[config.mk]
export PLATFORM = sky130hd
export DESIGN_NAME = phaseSequencer
export DESIGN_NICKNAME = d
export VERILOG_FILES = /design/src/common/lcdPkg.sv /design/src/verilog/phaseSequencer.sv
export SDC_FILE = /design/constraint.sdc
export NUM_CORES = 1
export LEC_CHECK = 0
export ABC_AREA = 1
export BUFFER_PORTS_ARGS = -buffer_cell sky130_fd_sc_hd__buf_4
export CAP_MARGIN = 25
export CORE_AREA = 2 2 39 41
export DETAILED_ROUTE_END_ITERATION = 10
export DIE_AREA = 0 0 41 43
export SLEW_MARGIN = 20
export SYNTH_ARGS = -nofsm -noshare
export SYNTH_HDL_FRONTEND = slang
export SYNTH_SLANG_ARGS = --single-unit
[constraint.sdc]
create_clock -name Clock_i -period 1.3 [get_ports Clock_i]
set_input_delay 0.13 -clock Clock_i [delete_from_list [all_inputs] [get_ports Clock_i]]
set_output_delay 0.13 -clock Clock_i [all_outputs]
set_load 0.005 [all_outputs]
[src/common/lcdPkg.sv]
// Shared types, bias levels, pin map and timing constants, imported by every LCD driver block
package lcdPkg;

	localparam int ClockHz = 10_000_000;	// System clock
	localparam int ComChangeUs = 3;	// Time each common phase lasts
	localparam int PhaseCycles = ClockHz / 1_000_000 * ComChangeUs;	// 30 clocks per phase
	localparam int DividerBits = $clog2(PhaseCycles);

	localparam int PwmSteps = 3;	// Three steps give four duty levels
	localparam int PwmStepBits = $clog2(PwmSteps);

	localparam int CharCount = 8;	// Characters on the glass
	localparam int SegsPerChar = 15;	// Segments a to p, no i
	localparam int Backplanes = 4;	// COM0 to COM3
	localparam int SegPinCount = 32;	// Segment pins, four per character
	localparam int PinsPerChar = SegPinCount / CharCount;
	localparam int UnusedSlot = 15;	// Backplane 3, offset 3 has no segment

	typedef logic [SegsPerChar-1:0] segmentsT;	// Bit k is segment k, a at bit 0
	typedef logic [1:0] levelT;	// Bias level in thirds of the supply
	typedef logic [1:0] backplaneT;	// Active COM number
	typedef logic [36:1] pinsT;	// Glass pins, numbered as on the datasheet
	typedef logic [DividerBits-1:0] dividerT;
	typedef logic [PwmStepBits-1:0] pwmStepT;

	// Rightmost character is char0
	typedef struct packed {
		segmentsT char7;
		segmentsT char6;
		segmentsT char5;
		segmentsT char4;
		segmentsT char3;
		segmentsT char2;
		segmentsT char1;
		segmentsT char0;
	} displayT;

	typedef struct packed {
		logic level3;	// Full supply
		logic level2;	// Two thirds
		logic level1;	// One third
		logic level0;	// Ground
	} pwmLevelsT;

	// Low two bits give the backplane, top bit the half
	typedef enum logic [2:0] {
		Com0H,
		Com1H,
		Com2H,
		Com3H,
		Com0L,
		Com1L,
		Com2L,
		Com3L
	} phaseT;

	localparam int ComPins [Backplanes] = '{19, 36, 18, 1};	// COM0 to COM3

	// High half of the frame
	localparam levelT ActiveComH = 2'd3;
	localparam levelT InactiveComH = 2'd1;
	localparam levelT ActiveSegH = 2'd0;
	localparam levelT InactiveSegH = 2'd2;

	// Low half mirrors the high half
	localparam levelT ActiveComL = 2'd0;
	localparam levelT InactiveComL = 2'd2;
	localparam levelT ActiveSegL = 2'd3;
	localparam levelT InactiveSegL = 2'd1;

	// Segment pin index 0..31 to glass pin, skipping COM pins 18 and 19
	function automatic int segPin(input int index);
		return (index < 16) ? index + 2 : index + 4;
	endfunction

endpackage
[src/verilog/phaseSequencer.sv]
// Common-phase sequencer; divides the clock to the COM change period and steps the eight drive phases
module phaseSequencer
	import lcdPkg::*;
(
	input  logic  Clock_i,
	input  logic  Reset_i,
	output phaseT phase_o
);

	dividerT divider;	// Clocks spent in the current phase
	phaseT phase;
	logic lastCount;	// Phase step strobe

	assign lastCount = (divider == dividerT'(PhaseCycles - 1));

	always_ff @(posedge Clock_i, negedge Reset_i) begin
		if (!Reset_i) begin
			divider <= '0;
		end else if (lastCount) begin
			divider <= '0;
		end else begin
			divider <= divider + 1'b1;
		end
	end

	// Four backplanes in the high half, then the same four in the low half,
	// so each pin spends as much time above as below mid supply
	always_ff @(posedge Clock_i, negedge Reset_i) begin
		if (!Reset_i) begin
			phase <= Com0H;
		end else if (lastCount) begin
			phase <= phaseT'(phase + 3'd1);	// Com3L wraps to Com0H
		end
	end

	assign phase_o = phase;

	// Phase moves to the next enum value on the strobe
	phaseAdvance: assert property (
		@(posedge Clock_i) disable iff (!Reset_i)
		lastCount |=> phase == phaseT'($past(phase) + 3'd1)
	);

	// And holds everywhere else
	phaseHold: assert property (
		@(posedge Clock_i) disable iff (!Reset_i)
		!lastCount |=> $stable(phase)
	);

endmodule

==> flow_metrics.env, run 1 <==
export IMPL_die_h_um=43
export IMPL_multi_input_area_um2=170.2
export IMPL_p_int_mw=0.3585
export IMPL_drt_pass1_iter_count=2
export IMPL_cts_tree="built"
export IMPL_crit_type="reg -> reg"
export IMPL_leakage_nw=0.2540
export IMPL_finalWirelength_um=690
export IMPL_die_area_um2=1763
export IMPL_port_buffers=4
export IMPL_seqCellArea_um2=200.2
export IMPL_num_vias=296
export IMPL_cts_buffer_depth=2
export IMPL_max_cap_viol_count=0
export IMPL_clkSlewWorstSetupHoldPaths_ns=0.05
export IMPL_postRouteAntennaNets=0
export IMPL_status="finished, final reports clean"
export IMPL_die_x_um=41
export IMPL_rows=14
export IMPL_p_clk_share_pct=41.3
export IMPL_cts_sinks=8
export IMPL_dpl_hpwl_um=523.7
export IMPL_finalSetupViolCount=0
export IMPL_power_frac_comb_pct=2.1
export IMPL_cp_data_required_time_ns=1.44
export IMPL_drtIter0Drc=5
export IMPL_max_slew_margin_pct=83.30
export IMPL_p_total_mw=0.4404
export IMPL_p_per_area_nw_per_um2=926.2
export IMPL_layout_setup_ws_ns=0.1374
export IMPL_syn2layout_area_growth_pct=21.02
export IMPL_yosysWarningCount=0
export IMPL_switching_power_mw=0.08188
export IMPL_pwr_share_seq_pct=56.6
export IMPL_drc_errors=0
export IMPL_r2r_end="phase_o[2]"
export IMPL_place_ws_ns=0.1460
export IMPL_fin_setup_tns_ns=0
export IMPL_nFillCells=151
export IMPL_antenna_cells=0
export IMPL_grt_max_degree=9
export IMPL_yosys_cell_types_count=10
export IMPL_r2r_setup_slack_ns=0.14
export IMPL_end_kind="flop"
export IMPL_rsz0062_at_grt="false"
export IMPL_grt_overflow=0
export IMPL_r2r_cells=5
export IMPL_hold_viol_final=0
export IMPL_numCtsBuffers=3
export IMPL_cts_root_buf="clkbuf_4"
export IMPL_layout_min_cycle_time_ns=1.163
export IMPL_timing_hold_ws_ns=0.2514
export IMPL_slowest_delay_ns=0.39
export IMPL_ys_ff_latch=8
export IMPL_startpoint="divider[1]"
export IMPL_hold_path_class="in -> async"
export IMPL_syn_inst=46
export IMPL_worstMarginPinSlew_ns=0.2498
export IMPL_antenna_found_initial=0
export IMPL_grt_pass1_wl_mm=1.097
export IMPL_first_global_vias=279
export IMPL_htree_levels=1
export IMPL_drive_gt1_share_pct=16.67
export IMPL_grt_usage_pct=9.495
export IMPL_switching_share_pct=18.59
export IMPL_core_um2=1384
export IMPL_start_util_pct=28.39
export IMPL_synth_avg_cell_area_um2=8.541
export IMPL_crit_end="phase_o[2]"
export IMPL_syn_cell_area_um2=392.9
export IMPL_drv_slew=0
export IMPL_clock_latency_ns=0.25
export IMPL_skew_ns=0.002593
export IMPL_arrival_ns=1.30
export IMPL_start_kind="flop"
export IMPL_ios=5
export IMPL_worst_path_max_fanout=5
export IMPL_postCtsSetupBuffers=0
export IMPL_ir_drop_uv=289.8
export IMPL_max_freq_mhz=860.1
export IMPL_wl_per_cell_um=9.857
export IMPL_period_share_pct=89.43
export IMPL_crit_chain="inv_1 > ha_1 > nand4_1 > nand2_1 > nand2_1"
export IMPL_viasPerCell=4.229
export IMPL_seq_area_frac_synth_pct=50.96
export IMPL_gp_congestion=0.6590
export IMPL_r2r_start="divider[1]"
export IMPL_synth_fp_nets=51
export IMPL_slowest_stage="dfrtp_1"
export IMPL_cp_common_cell="nand2_1"
export IMPL_nets=61
worst min-delay path by stage:
stage | start | endpoint | slack (ns)
after global placement | Reset_i | phase_o[2] | -0.05
after global routing | Reset_i | phase_o[1] | 0.26
after floorplan | Reset_i | divider[0] | -0.17
after CTS | Reset_i | divider[3] | 0.23
final | Reset_i | phase_o[2] | 0.25
after detailed placement | Reset_i | phase_o[2] | -0.04
cell type report:
class                           instances  share of cell area, %
Clock buffer                            3                  4.737
Inverter                                6                  4.737
Timing Repair Buffer                    5                  8.421
Multi-Input combinational cell         32                  35.79
Sequential cell                         8                  42.11
Tap cell                               16                  4.211
registers in the layout (all words and copies together) (netlist names):
register	cells
phase_o	3
divider	5
critical path, delay by kind of cell, from the launching register on:
kind	cells	cell delay, ns
buf+inv	1	0.06
flops	1	0.39
simple gates	3	0.43
fa+ha+maj	1	0.18
power groups by stage:
stage	Sequential (mW)	Clock (mW)	Combinational, mW
after floorplan	0.254	0	0.000000124
after global routing	0.249	0.209	0.0104
after detailed placement	0.254	0	0.00730
after CTS	0.249	0.196	0.00967
after global placement	0.254	0	0.00723
final	0.249	0.182	0.00922
per-layer routing:
metal | routed length (µm) | track usage (%) | vias to the layer above
met5 | 0 | 0 | -
met4 | 0 | 10.00 | 0
met3 | 0 | 1.571 | 0
met2 | 368 | 12.50 | 0
met1 | 321 | 11.80 | 139
li1 | - | - | 157
synth_stat cells, drive strengths merged:
cell	instances	area (µm²)
nand4	1	6.260
dfrtp	8	200.2
nand3	3	20.02
nor2	8	37.54
ha	3	37.54
xnor2	1	8.760
inv	6	22.52
nand2	16	60.06
repair_timing:
item / CTS / global route
hold endpoints to repair: 8 / 0
gates resized for setup: 0 / 0
hold buffers: 1 / 0
cell usage in the layout (no fill, tap or decap), drive strengths merged:
cell type,Yosys,final
dlygate4sd3,0,1
nand4,1,1
ha,3,3
buf,0,4
nor2,8,8
xnor2,1,1
nand3,3,3
dfrtp,8,8
nand2,16,16
clkbuf,0,3
inv,6,6
logic make-up (layout without fill, tap and decap cells):
group / Yosys count / after routing / synth area share, %
xor gates and xnor gates: 1 / 1 / 2.230
adders and majority gates: 3 / 3 / 9.555
buffers and inverters: 6 / 14 / 5.732
DFF: 8 / 8 / 50.95
and+or+nand+nor: 28 / 28 / 31.53
metrics by stage:
step                      util (%)  std cells  area, µm²
after floorplan                  -         46      392.9
after global placement       32.01         66      442.9
after detailed placement     32.01         66      442.9
after CTS                    34.36         70      475.5
after global routing         34.36         70      475.5
final                        34.36         70      475.5
(Power assumes the default switching activity.)
==> inputs of run 2 (changes only) <==
Settings changed: CORE_AREA 2 2 39 41 to 10 10 47 49, DIE_AREA 0 0 41 43 to 0 0 57 59.
==> flow_metrics.env, run 2 (same netlist as run 1, synthesis figures left out) <==
export IMPL_status="finished, final reports clean"
export IMPL_hold_path_class="in -> async"
export IMPL_ios=5
export IMPL_r2r_cells=5
export IMPL_drc_errors=0
export IMPL_grt_usage_pct=4.380
export IMPL_period_share_pct=88.36
export IMPL_grt_max_degree=9
export IMPL_arrival_ns=1.29
export IMPL_pwr_share_seq_pct=55.8
export IMPL_finalNonFillerCells=70
export IMPL_drive_gt1_share_pct=16.67
export IMPL_hold_viol_final=0
export IMPL_gp_congestion=0.7282
export IMPL_cts_sinks=8
export IMPL_start_util_pct=28.04
export IMPL_syn2layout_area_growth_pct=21.02
export IMPL_antenna_cells=0
export IMPL_grt_overflow=0
export IMPL_p_per_area_nw_per_um2=938.9
export IMPL_place_ws_ns=0.1662
export IMPL_die_h_um=59
export IMPL_leakage_nw=0.2540
export IMPL_max_slew_margin_pct=84.22
export IMPL_layout_min_cycle_time_ns=1.149
export IMPL_rsz0062_at_grt="false"
export IMPL_r2r_end="phase_o[1]"
export IMPL_finalSetupViolCount=0
export IMPL_p_int_mw=0.3587
export IMPL_die_area_um2=3363
export IMPL_r2r_setup_slack_ns=0.15
export IMPL_nets=61
export IMPL_worst_path_max_fanout=5
export IMPL_clock_latency_ns=0.25
export IMPL_layout_common_cells="nand2_1, dfrtp_1, nor2_1"
export IMPL_skew_ns=0.002643
export IMPL_clkSlewWorstSetupHoldPaths_ns=0.05
export IMPL_rows=14
export IMPL_power_frac_comb_pct=2.0
export IMPL_multi_input_area_um2=170.2
export IMPL_num_vias=279
export IMPL_cp_data_required_time_ns=1.44
export IMPL_final_common_cell="nand2_1"
export IMPL_switching_share_pct=19.64
export IMPL_postRouteAntennaNets=0
export IMPL_grt_pass1_wl_mm=1.097
export IMPL_htree_levels=1
export IMPL_die_x_um=57
export IMPL_largest_reg_flops=5
export IMPL_nFillCells=151
export IMPL_port_buffers=4
export IMPL_p_clk_share_pct=42.1
export IMPL_cts_buffer_depth=2
export IMPL_drtIter0Drc=15
export IMPL_numCtsBuffers=3
export IMPL_max_freq_mhz=870.6
export IMPL_finalWirelength_um=669
export IMPL_r2r_start="divider[1]"
export IMPL_ir_drop_uv=479.1
export IMPL_worstMarginPinSlew_ns=0.2360
export IMPL_cts_resized=0
export IMPL_antenna_found_initial=0
export IMPL_wl_per_cell_um=9.557
export IMPL_cts_hold_buf=1
export IMPL_first_global_vias=263
export IMPL_postCtsSetupBuffers=0
export IMPL_fin_setup_tns_ns=0
export IMPL_drv_slew=0
export IMPL_p_total_mw=0.4464
export IMPL_layout_setup_ws_ns=0.1514
export IMPL_start_kind="flop"
export IMPL_end_kind="flop"
export IMPL_core_um2=1401
export IMPL_switching_power_mw=0.08767
export IMPL_drt_pass1_iter_count=2
export IMPL_timing_hold_ws_ns=0.2298
export IMPL_cts_root_buf="clkbuf_4"
export IMPL_crit_type="reg -> reg"
export IMPL_place_inst=66
export IMPL_dpl_hpwl_um=502.1
export IMPL_max_cap_viol_count=0
export IMPL_cts_tree="built"
export IMPL_largest_register="divider"
export IMPL_seqCellArea_um2=200.2
export IMPL_viasPerCell=3.986
## run 2: cell counts in the layout (fill, tap and decap cells not counted)
Identical to the previous run, type by type.
## run 2: power by group through the flow
stage / sequential (mW) / combinational [mW] / clock, mW
3_3_place_gp: 0.254 / 0.00725 / 0
3_5_place_dp: 0.254 / 0.00709 / 0
6_report: 0.249 / 0.00906 / 0.188
2_1_floorplan: 0.254 / 0.000000124 / 0
5_1_grt: 0.249 / 0.0100 / 0.211
4_1_cts: 0.249 / 0.00948 / 0.197
## run 2: worst max-delay path, stage by stage, from the launching register on
cell     delay [ns]
dfrtp_1        0.39
inv_1          0.06
ha_1           0.17
nand4_1        0.23
nand2_1        0.13
nand2_1        0.06
## run 2: worst max-delay path by stage
stage,start,endpoint,cells after the start
6_report,divider[1],phase_o[1],5
5_1_grt,divider[1],phase_o[1],5
4_1_cts,divider[1],phase_o[1],5
3_5_place_dp,divider[1],phase_o[1],5
3_3_place_gp,divider[1],phase_o[1],5
2_1_floorplan,divider[1],phase_o[0],5
## run 2: metrics by stage
stage | utilization [%] | area [µm²]
after global routing | 33.93 | 475.5
after floorplan | - | 392.9
final | 33.93 | 475.5
after detailed placement | 31.61 | 442.9
after CTS | 33.93 | 475.5
after global placement | 31.61 | 442.9
## run 2: layout make-up
cell class	count	share of cell area [%]
Inverter	6	4.737
Clock buffer	3	4.737
Tap cell	16	4.211
Sequential cell	8	42.11
Timing Repair Buffer	5	8.421
Multi-Input combinational cell	32	35.79
## run 2: routing by layer
metal  wire [µm]  GRT usage, %
met5           0             0
met4           7         4.027
met3          25         2.575
met2         303         6.047
met1         332         4.556
